$ cat src/design/rom_pkg.sv
// rom download and read types shared by the decoder, writer and top level
package rom_pkg;

    // class of a download address
    typedef enum logic [2:0] {
        REGION_GAME = 3'd0, // byte 0 selects the game
        REGION_CPU  = 3'd1, // main cpu program
        REGION_SND  = 3'd2, // sound cpu program
        REGION_TILE = 3'd3, // tile graphics, bank 1
        REGION_NONE = 3'd4  // past the end of the image
    } region_e;

    // one downloaded byte after address decode
    typedef struct packed {
        logic        valid;    // rom byte to be written
        region_e     region;
        logic [25:0] offset;   // byte offset inside the region
        logic        addr_lsb; // lsb of the absolute download address
        logic [7:0]  data;
    } dl_item_t;

    // sdram word write as seen by the controller
    typedef struct packed {
        logic [21:0] addr; // word address
        logic [15:0] data; // byte repeated on both lanes
        logic [1:0]  mask; // 2'b10 upper lane, 2'b01 lower lane
        logic [1:0]  bank;
    } prog_wr_t;

    // sdram banks
    localparam logic [1:0] BANK_PRG = 2'd0; // cpu and sound programs
    localparam logic [1:0] BANK_GFX = 2'd1; // tiles

endpackage
$ cat src/design/rom_sdram_top.sv
// rom side of the sdram frame, download decode and write stages plus the bank 0 read arbiter
`timescale 1ns/100ps

module rom_sdram_top #(
    parameter int unsigned CPU_LEN    = 'h40000,
    parameter int unsigned SND_LEN    = 'h8000,
    parameter int unsigned TILE_LEN   = 'h200000,
    parameter int unsigned SND_OFFSET = 'h100000
) (
    input  logic              CLK,
    input  logic              reset,

    // download port
    input  logic              ioctl_wr,
    input  logic [25:0]       ioctl_addr,
    input  logic [7:0]        ioctl_dout,
    input  logic              downloading,
    output logic [7:0]        game,

    // sdram write
    output rom_pkg::prog_wr_t prog,
    output logic              prog_we,
    input  logic              prog_rdy,

    // main cpu slot
    input  logic              cpu_cs,
    input  logic [16:0]       cpu_addr,
    output logic              cpu_ok,
    output logic [15:0]       cpu_dout,

    // sound cpu slot
    input  logic              snd_cs,
    input  logic [14:0]       snd_addr,
    output logic              snd_ok,
    output logic [7:0]        snd_dout,

    // bank 0 read port
    output logic              sdram_req,
    output logic [21:0]       sdram_addr,
    input  logic              sdram_ack,
    input  logic              data_rdy,
    input  logic [15:0]       data_read
);
    import rom_pkg::*;

    dl_item_t dl_item; // decoder to writer

    download_decoder #(
        .CPU_LEN  (CPU_LEN),
        .SND_LEN  (SND_LEN),
        .TILE_LEN (TILE_LEN)
    ) download_decoder_inst (
        .CLK        (CLK),
        .reset      (reset),
        .ioctl_wr   (ioctl_wr),
        .ioctl_addr (ioctl_addr),
        .ioctl_dout (ioctl_dout),
        .item       (dl_item),
        .game       (game)
    );

    prog_writer #(
        .SND_OFFSET (SND_OFFSET)
    ) prog_writer_inst (
        .CLK         (CLK),
        .reset       (reset),
        .item        (dl_item),
        .downloading (downloading),
        .prog_rdy    (prog_rdy),
        .prog        (prog),
        .prog_we     (prog_we)
    );

    rom_slot_arbiter #(
        .SND_OFFSET (SND_OFFSET)
    ) rom_slot_arbiter_inst (
        .CLK         (CLK),
        .reset       (reset),
        .downloading (downloading),
        .cpu_cs      (cpu_cs),
        .cpu_addr    (cpu_addr),
        .cpu_ok      (cpu_ok),
        .cpu_dout    (cpu_dout),
        .snd_cs      (snd_cs),
        .snd_addr    (snd_addr),
        .snd_ok      (snd_ok),
        .snd_dout    (snd_dout),
        .sdram_req   (sdram_req),
        .sdram_addr  (sdram_addr),
        .sdram_ack   (sdram_ack),
        .data_rdy    (data_rdy),
        .data_read   (data_read)
    );

endmodule

$ cat src/design/rom_slot_arbiter.sv
// bank 0 read arbiter, cached cpu word slot and sound byte slot sharing one sdram port
`timescale 1ns/100ps

module rom_slot_arbiter #(
    parameter int unsigned SND_OFFSET = 'h100000
) (
    input  logic        CLK,
    input  logic        reset,
    input  logic        downloading,

    input  logic        cpu_cs,
    input  logic [16:0] cpu_addr,   // word address
    output logic        cpu_ok,
    output logic [15:0] cpu_dout,

    input  logic        snd_cs,
    input  logic [14:0] snd_addr,   // byte address
    output logic        snd_ok,
    output logic [7:0]  snd_dout,

    output logic        sdram_req,
    output logic [21:0] sdram_addr,
    input  logic        sdram_ack,
    input  logic        data_rdy,
    input  logic [15:0] data_read
);

    typedef enum logic [1:0] {
        ARB_IDLE,
        ARB_WAIT_ACK,
        ARB_WAIT_DATA
    } arb_state_e;

    localparam logic [21:0] SND_WORD_BASE = 22'(SND_OFFSET >> 1);

    arb_state_e  state;
    logic        owner_snd; // slot that owns the request in flight
    logic        snd_wait;  // sound lost a grant and goes next

    // one entry per slot
    logic        cpu_valid;
    logic [16:0] cpu_tag;
    logic [15:0] cpu_data;
    logic        snd_valid;
    logic [14:0] snd_tag;
    logic [15:0] snd_word;

    logic        cpu_match;
    logic        snd_match;
    logic        cpu_miss;
    logic        snd_miss;
    logic        grant_cpu;
    logic        grant_snd;
    logic        fill_cpu;
    logic        fill_snd;
    logic [21:0] cpu_word_addr;
    logic [21:0] snd_word_addr;

    assign cpu_match = (cpu_tag == cpu_addr);
    assign snd_match = (snd_tag == snd_addr);

    // no fetches while the image is being rewritten
    assign cpu_miss = cpu_cs && !downloading && !(cpu_valid && cpu_match);
    assign snd_miss = snd_cs && !downloading && !(snd_valid && snd_match);

    // cpu first unless sound was already passed over
    assign grant_snd = (state == ARB_IDLE) && snd_miss && (!cpu_miss || snd_wait);
    assign grant_cpu = (state == ARB_IDLE) && cpu_miss && !grant_snd;

    assign fill_cpu = (state == ARB_WAIT_DATA) && data_rdy && !owner_snd;
    assign fill_snd = (state == ARB_WAIT_DATA) && data_rdy && owner_snd;

    assign cpu_word_addr = {5'd0, cpu_addr};
    assign snd_word_addr = SND_WORD_BASE + 22'(snd_addr[14:1]);

    assign sdram_req = (state == ARB_WAIT_ACK); // held until acknowledged

    always_ff @(posedge CLK) begin
        if (reset) begin
            state     <= ARB_IDLE;
            owner_snd <= 1'b0;
            snd_wait  <= 1'b0;
            cpu_valid <= 1'b0;
            snd_valid <= 1'b0;
            cpu_ok    <= 1'b0;
            snd_ok    <= 1'b0;
        end else begin
            // ok follows a hit, or the fill of the address still asked for
            cpu_ok <= cpu_cs && !downloading && cpu_match && (cpu_valid || fill_cpu);
            snd_ok <= snd_cs && !downloading && snd_match && (snd_valid || fill_snd);

            snd_wait <= snd_miss && !grant_snd &&
                        (grant_cpu || (state != ARB_IDLE && !owner_snd));

            case (state)
                ARB_IDLE: begin
                    if (grant_cpu || grant_snd) begin
                        state     <= ARB_WAIT_ACK;
                        owner_snd <= grant_snd;
                    end
                end
                ARB_WAIT_ACK: begin
                    if (sdram_ack) begin
                        state <= ARB_WAIT_DATA;
                    end
                end
                ARB_WAIT_DATA: begin
                    if (data_rdy) begin
                        state <= ARB_IDLE;
                    end
                end
                default: state <= ARB_IDLE;
            endcase

            if (downloading) begin
                cpu_valid <= 1'b0;
                snd_valid <= 1'b0;
            end else begin
                if (grant_cpu) begin
                    cpu_valid <= 1'b0; // tag is about to change
                end else if (fill_cpu) begin
                    cpu_valid <= 1'b1;
                end
                if (grant_snd) begin
                    snd_valid <= 1'b0;
                end else if (fill_snd) begin
                    snd_valid <= 1'b1;
                end
            end
        end
    end

    // tags, cached words and the request address
    always_ff @(posedge CLK) begin
        if (grant_cpu) begin
            cpu_tag    <= cpu_addr;
            sdram_addr <= cpu_word_addr;
        end
        if (grant_snd) begin
            snd_tag    <= snd_addr;
            sdram_addr <= snd_word_addr;
        end
        if (fill_cpu) begin
            cpu_data <= data_read;
        end
        if (fill_snd) begin
            snd_word <= data_read;
        end
    end

    assign cpu_dout = cpu_data;
    assign snd_dout = snd_tag[0] ? snd_word[7:0] : snd_word[15:8]; // even byte is high

endmodule

$ cat src/design/prog_writer.sv
// sdram write stage, builds the word write from a download item and holds it until ready
`timescale 1ns/100ps

module prog_writer #(
    parameter int unsigned SND_OFFSET = 'h100000
) (
    input  logic              CLK,
    input  logic              reset,
    input  rom_pkg::dl_item_t item,
    input  logic              downloading,
    input  logic              prog_rdy,
    output rom_pkg::prog_wr_t prog,
    output logic              prog_we
);
    import rom_pkg::*;

    logic [25:0] byte_addr;
    prog_wr_t    next_wr;

    // sound program sits at a fixed byte offset in bank 0
    assign byte_addr = item.offset +
                       ((item.region == REGION_SND) ? 26'(SND_OFFSET) : 26'd0);

    always_comb begin
        next_wr.addr = 22'(byte_addr >> 1);          // byte to word address
        next_wr.data = {2{item.data}};               // lane picked by the mask
        next_wr.mask = item.addr_lsb ? 2'b01 : 2'b10; // even bytes go high
        next_wr.bank = (item.region == REGION_TILE) ? BANK_GFX : BANK_PRG;
    end

    always_ff @(posedge CLK) begin
        if (item.valid) begin
            prog <= next_wr; // a new byte replaces any held write
        end
        if (reset) begin
            prog_we <= 1'b0;
        end else if (item.valid) begin
            prog_we <= 1'b1;
        end else if (prog_rdy || !downloading) begin
            prog_we <= 1'b0; // released by the controller or end of download
        end
    end

endmodule

$ cat src/design/download_decoder.sv
// download decoder, sorts each ioctl byte into a rom region and latches the game select
`timescale 1ns/100ps

module download_decoder #(
    parameter int unsigned CPU_LEN  = 'h40000,
    parameter int unsigned SND_LEN  = 'h8000,
    parameter int unsigned TILE_LEN = 'h200000
) (
    input  logic              CLK,
    input  logic              reset,
    input  logic              ioctl_wr,
    input  logic [25:0]       ioctl_addr,
    input  logic [7:0]        ioctl_dout,
    output rom_pkg::dl_item_t item,
    output logic [7:0]        game
);
    import rom_pkg::*;

    // region bounds in the download stream, byte 0 is the game select
    localparam logic [25:0] CPU_BASE  = 26'd1;
    localparam logic [25:0] SND_BASE  = 26'(1 + CPU_LEN);
    localparam logic [25:0] TILE_BASE = 26'(1 + CPU_LEN + SND_LEN);
    localparam logic [25:0] ROM_END   = 26'(1 + CPU_LEN + SND_LEN + TILE_LEN);

    region_e     addr_region;
    logic [25:0] region_base;
    logic        is_rom;

    always_comb begin
        if (ioctl_addr == 26'd0) begin
            addr_region = REGION_GAME;
            region_base = 26'd0;
        end else if (ioctl_addr < SND_BASE) begin
            addr_region = REGION_CPU;
            region_base = CPU_BASE;
        end else if (ioctl_addr < TILE_BASE) begin
            addr_region = REGION_SND;
            region_base = SND_BASE;
        end else if (ioctl_addr < ROM_END) begin
            addr_region = REGION_TILE;
            region_base = TILE_BASE;
        end else begin
            addr_region = REGION_NONE; // dropped
            region_base = 26'd0;
        end
    end

    // only these three end up in sdram
    assign is_rom = (addr_region == REGION_CPU) || (addr_region == REGION_SND) ||
                    (addr_region == REGION_TILE);

    always_ff @(posedge CLK) begin
        if (ioctl_wr) begin
            item.region   <= addr_region;
            item.offset   <= ioctl_addr - region_base;
            item.addr_lsb <= ioctl_addr[0]; // picks the lane later
            item.data     <= ioctl_dout;
        end
        if (reset) begin
            item.valid <= 1'b0;
            game       <= 8'h00;
        end else begin
            item.valid <= ioctl_wr && is_rom; // single cycle per byte
            if (ioctl_wr && addr_region == REGION_GAME) begin
                game <= ioctl_dout;
            end
        end
    end

endmodule

$ cat config.mk
export PLATFORM = sky130hd
export DESIGN_NAME = rom_sdram_top
export DESIGN_NICKNAME = d
export VERILOG_FILES = /design/src/design/rom_pkg.sv /design/src/design/rom_sdram_top.sv /design/src/design/rom_slot_arbiter.sv /design/src/design/prog_writer.sv /design/src/design/download_decoder.sv
export SDC_FILE = /design/constraint.sdc
export NUM_CORES = 1
export LEC_CHECK = 0
export BUFFER_PORTS_ARGS = -buffer_cell sky130_fd_sc_hd__buf_2
export CORE_ASPECT_RATIO = 2
export CORE_MARGIN = 3
export CORE_UTILIZATION = 52
export CTS_CLUSTER_SIZE = 24
export DETAILED_ROUTE_END_ITERATION = 6
export PLACE_DENSITY = 0.76
export SLEW_MARGIN = 20
export SYNTH_ARGS = -nofsm -noshare
export SYNTH_HDL_FRONTEND = slang
export SYNTH_SLANG_ARGS = --single-unit
$ cat constraint.sdc
create_clock -name CLK -period 4.2 [get_ports CLK]
set_input_delay 0.84 -clock CLK [delete_from_list [all_inputs] [get_ports CLK]]
set_output_delay 0.84 -clock CLK [all_outputs]
set_load 0.005 [all_outputs]
Word level (Yosys, flattened, before mapping):

Index checks and enable logic that the tools add are counted.
W data, S select, Z words.

* $add $sub $neg: 3
* $lt $le $gt $ge: 3
* eq/ne operators: 12
* mux-type cells: 20
* reduce and logical (&&, ||, !) cells: 46

Operators by type and width (count)
* $lt A26 B19 Y1 const B: 2
* $mux W23: 2
* $mux W22: 2
* $mux W19: 2
* $logic_not A26 Y1: 1
* $lt A26 B22 Y1 const B: 1
* $add A23 B21 Y23: 1
* $sub A23 B23 Y23: 1
* $logic_and A1 B1 Y1: 22
* $add A20 B14 Y21 const A: 1
* $mux W21: 1
* $eq A17 B17 Y1: 1
* $eq A15 B15 Y1: 1
* $eq A3 B2 Y1 const B: 4
* $mux W3: 4
* $logic_or A1 B1 Y1: 8
* $mux W2: 4
* $mux W8: 1
* $logic_not A1 Y1: 6
* $pmux W2 S3: 1
* $reduce_bool A2 Y1: 3
* $reduce_or A3 Y1: 2
* $ne A2 B2 Y1 const B: 2
* $eq A3 B1 Y1 const B: 1
* 8 further kinds: 10

* register bits after elaboration: 181
* output and inout bits: 100

Longest topological paths before layout:

Gate-level depths: netlist of the first run.

* word-level depth: 12
* depth in mapped cells: 13
* gate-level depth less buffers: 13

Cells and area by module:

From an unflattened synthesis of the first run, not the netlist that was laid out.

* cell total of the unflattened synthesis: 439
* area, all modules: 6954.2 sq um

By module, submodules not included
* rom_slot_arbiter: times used 1, cells each 206, area an instance 3578.4 sq um, seq. area each 2622.5 sq um
* download_decoder: times used 1, cells each 180, area an instance 2223.4 sq um, seq. area each 1321.3 sq um
* prog_writer: times used 1, cells each 53, area an instance 1152.4 sq um, seq. area each 1011.0 sq um

Least setup slack after synthesis of the first run:

OpenSTA, ideal clock, no wires.

* path type: in2reg
* start point: input ioctl_addr[25]
* end point: register, netlist name download_decoder_inst.item[29]
* arrival time: 3.273 ns
* slack: 0.661 ns
* cell stages on the path: 12
* cells stage by stage: nor4_2 -> nand4_1 -> o211a_1 -> or2_4 -> nor2_1 -> ha_1 -> nor2b_1 -> nand2_1 -> o41ai_1 -> a21boi_1 -> nor3_1 -> xor2_1

* longest elaborated chain between the ends: 6
* elaborated cells between the ends (all ways): 9
* those cells by class: add/sub (1); order compare (3); mux (4); reduce/logical (1)

Ends and longest elaborated chain
* from (decl): RTL line rom_sdram_top.sv:15 `input logic [25:0] ioctl_addr,`
* $lt A26 B22 Y1: RTL line download_decoder.sv:39 `end else if (ioctl_addr < ROM_END) begin`
* $mux W19: RTL line download_decoder.sv:39
* $mux W19: RTL line download_decoder.sv:36 `end else if (ioctl_addr < TILE_BASE) begin`
* $mux W23: RTL line download_decoder.sv:33 `end else if (ioctl_addr < SND_BASE) begin`
* $mux W23 (*): RTL line download_decoder.sv:30 `if (ioctl_addr == 26'd0) begin`
* $sub A23 B23 Y23 (*): RTL line download_decoder.sv:55 `item.offset <= ioctl_addr - region_base;`

Mark *: on every way between the ends. The rest lies on a longest branch, timed or not.
A chain may end at the register's enable or synchronous reset.

Worst setup path in the final report of the first run:

* start point: input ioctl_addr[25]
* end point: register, netlist name download_decoder_inst.item[31]

* longest elaborated chain between the ends: 6
* elaborated cells between the ends (all ways): 9
* those cells by class: add/sub (1); order compare (3); mux (4); reduce/logical (1)

Ends and longest elaborated chain (RTL line)
* $lt A26 B22 Y1: download_decoder.sv:39
* $mux W19: download_decoder.sv:39
* $mux W19: download_decoder.sv:36
* $mux W23: download_decoder.sv:33
* $mux W23 (*): download_decoder.sv:30
* $sub A23 B23 Y23 (*): download_decoder.sv:55

Marks and branches as above.

==> results.py, run 1 <==
metrics = {
    "power_and_ir_drop": {
        "switchingPower_uw": 771,
        "seq_power_share_pct": 54.2,
        "power.switching_fraction_pct": 21.9,
        "irDropWorstVdd_mv": 0.321,
        "power_report.internal_total_mw": 2.76,
        "comb_power_share_pct": 7.0,
        "post-layout-total-power_mw": 3.53,
        "total_leakage_power_nw": 3.33,
        "power-per-cell-area_nw_per_um2": 421,
        "power_frac_clock_pct": 38.8,
    },
    "floorplanning": {
        "floorplan.die.width_um": 86.7,
        "start_util_pct": 53.6,
        "num_io_pins": 191,
        "die-area_um2": 14500,
        "core_region_area_um2": 12600,
        "chipHeight_um": 167,
        "std_cell_rows": 58,
    },
    "critical_path": {
        "critical_path_class": "primary input to flip-flop",
        "timing.critical_path.slowest_stage_cell": "sky130_fd_sc_hd__o41ai_1",
        "timing.critical_path.max_delay_family": "simple AND/OR/NAND/NOR gates",
        "critical_path.endpoint_type": "flip-flop",
        "cp_cell_sequence": "buf_2 -> nor4_2 -> buf_4 -> nand4_1 -> o211a_1 -> or2_4 -> nor2_1 -> ha_1 -> nor2b_1 -> nand2_1 -> o41ai_1 -> a21boi_1 -> nor3_1 -> xor2_1",
        "max_stage_delay_ps": 480,
        "crit_required_ps": 4350,
        "signal_arrival_time_at_the_worst_endpoint_ps": 3730,
        "timing.critical_path.buf_inv": 2,
        "critical_path.startpoint_type": "primary input",
        "critPathMaxFanout": 6,
    },
    "timing": {
        "report.final.hold_viol_count": 0,
        "crit_share_post_route_pct": 85.2,
        "final.min_clock_period_ps": 3580,
        "tightestPinTransition_ps": 759,
        "fin_ws_ps": 621,
        "slew_violations": 0,
        "setup-tns-final_ps": 0,
        "timing.fmax_ghz": 0.279,
        "rsz0062_at_grt": "false",
        "setup_viol_count_final": 0,
        "relSlewSlack_pct": 49.4,
        "finalClockSkew_ps": 8.06,
    },
    "placement": {
        "pre_cts_slack_ps": 178,
        "post_detailed_placement_cell_area_um2": 7860,
        "place.detailed.hpwl_um": 11000,
        "buffer_ports.inserted": 185,
        "gpl.final_weighted_congestion": 0.920,
    },
    "detailed_routing": {
        "highest_layer": "met4",
        "totalWireLength_um": 13900,
        "post-route-drc-count": 0,
        "drt-wirelength-per-cell_um": 17.8,
        "route.met3.wl_um": 733,
        "first_pass_iters": 4,
        "vias": 4129,
        "route.met2.wl_um": 8310,
        "m1WireLength_um": 4420,
        "drtIter0Drc": 197,
        "antenna_nets_post_route": 0,
        "detail_route.vias_per_cell": 5.29,
    },
    "cells_and_area": {
        "num-fill-cells": 948,
        "layout.core_utilization_pct": 66.4,
        "layout-drive-gt1-share_pct": 41.8,
        "layout.cells.most_common": "sky130_fd_sc_hd__buf_2",
        "seq_area_um2": 4830,
        "nets": 715,
        "layout_common_cells": "sky130_fd_sc_hd__buf_2 (185), sky130_fd_sc_hd__edfxtp_1 (149), sky130_fd_sc_hd__nor2_1 (30)",
        "layout_overhead_on_the_synthesized_area_pct": 23.8,
        "n_antenna_cell": 0,
        "postLayoutCellArea_um2": 8380,
        "multi_input_gate_area_in_the_final_layout_um2": 1810,
    },
    "synthesis": {
        "synth.cell_area_um2": 6770,
        "post_synth.cell_area_avg_um2": 16.1,
        "netlist.top_cell.by_area": "sky130_fd_sc_hd__edfxtp_1",
        "yosysTopAreaCellShare_pct": 66.1,
        "postSynthRegisterBits": 167,
        "edff_count_synth": 149,
        "ys_dominant_reg_cell": "sky130_fd_sc_hd__edfxtp_1",
        "leading_cell_types_by_total_area_after_synthesis": "sky130_fd_sc_hd__edfxtp_1 (66%), sky130_fd_sc_hd__dfxtp_1 (5.3%), sky130_fd_sc_hd__xor2_1 (3.8%)",
        "synth-warning-count": 0,
        "synth_cells": 420,
        "ys_async_sr_fraction_pct": 0,
        "synth_seq_area_share_pct": 71.4,
        "ys_types": 54,
    },
    "global_routing": {
        "antenna_violations_before_repair": 0,
        "grt_first_pass_wirelength_um": 21400,
        "grt_pass1_vias": 4311,
        "grt-ovfl-total": 0,
        "grt.total_usage_pct": 19.7,
        "grt_max_degree": 37,
    },
    "outcome": {
        "status": "finished, final reports clean",
    },
    "min_path": {
        "hold_path_class": "flip-flop to flip-flop",
    },
    "cts": {
        "cts_max_level": 4,
        "worst_setup_hold_path_clk_slew_ps": 60,
        "clkLatencyLatePin_ps": 410,
        "cts-root-buf": "sky130_fd_sc_hd__clkbuf_16",
        "clock_sink_count": 167,
        "post_cts_buffers": 0,
        "cts.hold.buffers_added": 0,
        "cts_tree": "built",
        "post_cts_resized": 0,
        "cts-buffers-inserted": 17,
        "cts_max_path_buffers": 2,
    },
    "run": {
        "reported_max_cap_violation_count": 0,
    },
}
[Yosys cell counts, drive strengths merged (2+ instances only)]
cell type,count
o31ai,3
mux2,23
nor3,16
clkbuf,3
nand2b,2
inv,10
nand2,14
or3,3
mux2i,8
nor3b,3
a21oi,3
ha,5
nand3,8
o311ai,2
nand4,9
or2,2
nor2,30
buf,15
and2,3
or4,2
xor2,29
nor2b,4
xnor2,24
dfxtp,18
nor4,12
edfxtp,149
and3b,2
o21ai,3
o21a,3
[registers in the layout, indices dropped and copies added (netlist names)]
name                              count
rom_slot_arbiter_inst.cpu_ok          1
rom_slot_arbiter_inst.owner_snd       1
rom_slot_arbiter_inst.sdram_addr     18
rom_slot_arbiter_inst.cpu_dout       16
rom_slot_arbiter_inst.cpu_valid       1
rom_slot_arbiter_inst.snd_tag        15
prog_writer_inst.prog_we              1
rom_slot_arbiter_inst.snd_word       16
rom_slot_arbiter_inst.snd_wait        1
rom_slot_arbiter_inst.state           2
download_decoder_inst.item           35
rom_slot_arbiter_inst.snd_ok          1
prog_writer_inst.prog                33
rom_slot_arbiter_inst.snd_valid       1
rom_slot_arbiter_inst.cpu_tag        17
download_decoder_inst.game            8
[power groups by stage]
stage / sequential, mW / combinational, mW / clock (mW)
3_5_place_dp: 1.95 / 0.249 / 0
2_1_floorplan: 1.95 / 0.119 / 0
6_report: 1.91 / 0.247 / 1.37
4_1_cts: 1.92 / 0.250 / 1.40
3_3_place_gp: 1.95 / 0.239 / 0
5_1_grt: 1.92 / 0.270 / 1.47
[kinds of logic after synthesis]
group                      count (synthesis)  share of synthesized area (%)
DFF                                      167                           71.4
buffers and inverters                     28                           2.40
muxes                                     31                           5.28
other                                      1                         0.0554
AOI/OAI and AO/OA                         22                           2.60
adders and majority gates                  5                          0.924
xor gates and xnor gates                  53                           6.85
and+or+nand+nor                          113                           10.5
[metrics by stage]
stage,hold slack [ps],std cells
after CTS,415,781
after global placement,401,750
after detailed placement,405,750
final,414,781
after global routing,422,781
after floorplan,400,424
[layout make-up]
| class | count | share of cell area [%] |
|---|---|---|
| flip-flops and latches | 167 | 57.7 |
| repair buffers | 194 | 11.8 |
| multi-input cells | 229 | 21.5 |
| clock buffers | 18 | 5.12 |
| clock inverters | 13 | 1.15 |
| well taps | 150 | 2.24 |
| inverters | 10 | 0.448 |
[routing by layer]
metal	up-vias	track usage, %
met5	-	0
met4	0	9.29
met3	28	4.78
met2	148	38.1
met1	1994	18.2
li1	1959	-
[path summary, 6_finish.rpt]
path / slack, ps / from / cells after the start / endpoint
min reg2reg: 410 / download_decoder_inst.item[16] / 0 / prog_writer_inst.prog[26]
min: 410 / download_decoder_inst.item[16] / 0 / prog_writer_inst.prog[26]
max reg2reg: 1310 / rom_slot_arbiter_inst.snd_tag[0] / 8 / rom_slot_arbiter_inst.cpu_tag[0]
max: 620 / ioctl_addr[25] / 14 / download_decoder_inst.item[31]
No activity file was read; power rests on OpenSTA's default activity.
==> inputs of run 2 (changes only) <==
--- a/config.mk
+++ b/config.mk
@@ -11,6 +11,7 @@
 export CORE_UTILIZATION = 52
 export CTS_CLUSTER_SIZE = 24
 export DETAILED_ROUTE_END_ITERATION = 6
+export GPL_TIMING_DRIVEN = 0
 export PLACE_DENSITY = 0.76
 export SLEW_MARGIN = 20
 export SYNTH_ARGS = -nofsm -noshare
==> results.py, run 2 (same netlist as run 1, synthesis figures left out) <==
metrics = {
    "outcome": {
        "status": "finished, final reports clean",
    },
    "global_routing": {
        "grt_max_degree": 37,
        "grt.total_usage_pct": 20.2,
        "grt_pass1_vias": 4435,
        "grt_first_pass_wirelength_um": 22000,
        "grt-ovfl-total": 0,
        "antenna_violations_before_repair": 1,
    },
    "cells_and_area": {
        "nets": 728,
        "layout.core_utilization_pct": 68.0,
        "largest_register_ff_count": 35,
        "final_non_filler_cells": 796,
        "layout_common_cells": "sky130_fd_sc_hd__buf_2 (186), sky130_fd_sc_hd__edfxtp_1 (149), sky130_fd_sc_hd__nor2_1 (29), sky130_fd_sc_hd__xor2_1 (29), sky130_fd_sc_hd__xnor2_1 (24)",
        "top_regs": "download_decoder_inst.item: 35 flops, prog_writer_inst.prog: 33 flops, rom_slot_arbiter_inst.sdram_addr: 18 flops",
        "multi_input_gate_area_in_the_final_layout_um2": 1820,
        "top_register": "download_decoder_inst.item",
        "postLayoutCellArea_um2": 8580,
        "layout.cells.most_common": "sky130_fd_sc_hd__buf_2",
        "layout-drive-gt1-share_pct": 43.4,
        "num-fill-cells": 937,
        "layout_overhead_on_the_synthesized_area_pct": 26.8,
        "seq_area_um2": 4840,
    },
    "critical_path": {
        "critical_path.endpoint_type": "flip-flop",
        "cp_cell_sequence": "buf_2 -> nor4_2 -> nand4_1 -> o211a_1 -> or2_4 -> nor2_1 -> ha_1 -> nor2b_1 -> nand2_1 -> o41ai_2 -> a21boi_1 -> nor3_1 -> xor2_1",
        "crit_required_ps": 4350,
        "signal_arrival_time_at_the_worst_endpoint_ps": 3970,
        "max_stage_delay_ps": 570,
        "critical_path_class": "primary input to flip-flop",
        "timing.critical_path.slowest_stage_cell": "sky130_fd_sc_hd__nor4_2",
        "critPathMaxFanout": 6,
        "rr_worst_depth": 10,
        "critical_path.startpoint_type": "primary input",
    },
    "timing": {
        "final.min_clock_period_ps": 3810,
        "hold-worst-slack_ps": 418,
        "rsz0062_at_grt": "false",
        "slew_violations": 0,
        "setup-tns-final_ps": 0,
        "crit_share_post_route_pct": 90.8,
        "report.final.hold_viol_count": 0,
        "tightestPinTransition_ps": 758,
        "finalClockSkew_ps": 10.1,
        "timing.fmax_ghz": 0.262,
        "relSlewSlack_pct": 49.2,
        "setup_viol_count_final": 0,
    },
    "floorplanning": {
        "num_io_pins": 191,
        "floorplan.die.width_um": 86.7,
        "die-area_um2": 14500,
        "std_cell_rows": 58,
        "core_region_area_um2": 12600,
        "chipHeight_um": 167,
        "start_util_pct": 53.6,
    },
    "placement": {
        "gpl.final_weighted_congestion": 0.868,
        "place.detailed.hpwl_um": 11100,
        "buffer_ports.inserted": 185,
        "placedCellCount": 763,
        "post_detailed_placement_cell_area_um2": 7950,
    },
    "power_and_ir_drop": {
        "total_leakage_power_nw": 3.45,
        "power-per-cell-area_nw_per_um2": 439,
        "irDropWorstVdd_mv": 0.338,
    },
    "cts": {
        "post_cts_buffers": 0,
        "clock_sink_count": 167,
        "cts_max_path_buffers": 2,
        "worst_setup_hold_path_clk_slew_ps": 60,
        "post_cts_resized": 0,
        "clkLatencyLatePin_ps": 410,
        "cts_tree": "built",
        "cts.hold.buffers_added": 0,
        "cts_max_level": 4,
        "cts-root-buf": "sky130_fd_sc_hd__clkbuf_16",
        "cts-buffers-inserted": 17,
    },
    "detailed_routing": {
        "drt-wirelength-per-cell_um": 17.9,
        "antenna_nets_post_route": 0,
        "totalWireLength_um": 14200,
        "vias": 4225,
        "first_pass_iters": 4,
        "detail_route.vias_per_cell": 5.31,
        "drtIter0Drc": 202,
        "post-route-drc-count": 0,
    },
    "run": {
        "reported_max_cap_violation_count": 0,
    },
    "min_path": {
        "number_of_cells_on_the_worst_hold_path": 0,
        "hold_path_class": "flip-flop to flip-flop",
    },
}
==> run 2: cell count changes in the layout (fill, tap and decap cells not counted), sizes merged <==
| cell | change |
|---|---|
| buf | +10 |
| bufinv | +3 |
| clkinv | +3 |
| clkinvlp | -3 |
| clkbuf | +2 |
| diode | +1 |
| inv | -1 |
==> run 2: cell type report <==
cell class	instances	share of cell area, %
tap	150	2.19
clock buffer	17	4.96
clock inverter	15	2.27
antenna	1	0.0292
sequential	167	56.3
timing repair buffer	189	11.2
buffer	18	1.46
multi-input combinational	229	21.1
inverter	10	0.437
==> run 2: layer usage <==
layer  global-route usage [%]  wire (µm)
met5                        0          0
met4                     11.1        601
met3                     4.38        730
met2                     38.6       8400
met1                     18.9       4520
==> run 2: where the power goes <==
group	internal [mW]	switching [mW]
clock network	0.953	0.648
logic	0.114	0.145
registers	1.89	0.0196
==> run 2: through the flow <==
step,total power [mW],setup slack [ps]
5_1_grt,3.90,179
6_report,3.77,387
4_1_cts,3.80,213
3_5_place_dp,2.21,-218
3_3_place_gp,2.19,-236
2_1_floorplan,2.06,661
==> run 2: worst paths after layout <==
| check | endpoint | startpoint | slack [ps] |
|---|---|---|---|
| min | prog_writer_inst.prog[38] | download_decoder_inst.item[28] | 420 |
| max | download_decoder_inst.item[31] | ioctl_addr[25] | 390 |
| max reg2reg | rom_slot_arbiter_inst.cpu_tag[15] | rom_slot_arbiter_inst.snd_tag[0] | 730 |
| min reg2reg | prog_writer_inst.prog[38] | download_decoder_inst.item[28] | 420 |
==> run 2: worst max-delay path, delay by kind of cell <==
family / cells / cell delay [ps]
AND/OR/NAND/NOR: 7 / 1820
AO/OA/AOI/OAI: 3 / 920
adder cells (fa/ha/maj): 1 / 180
buffers and inverters: 1 / 100
XOR/XNOR: 1 / 100
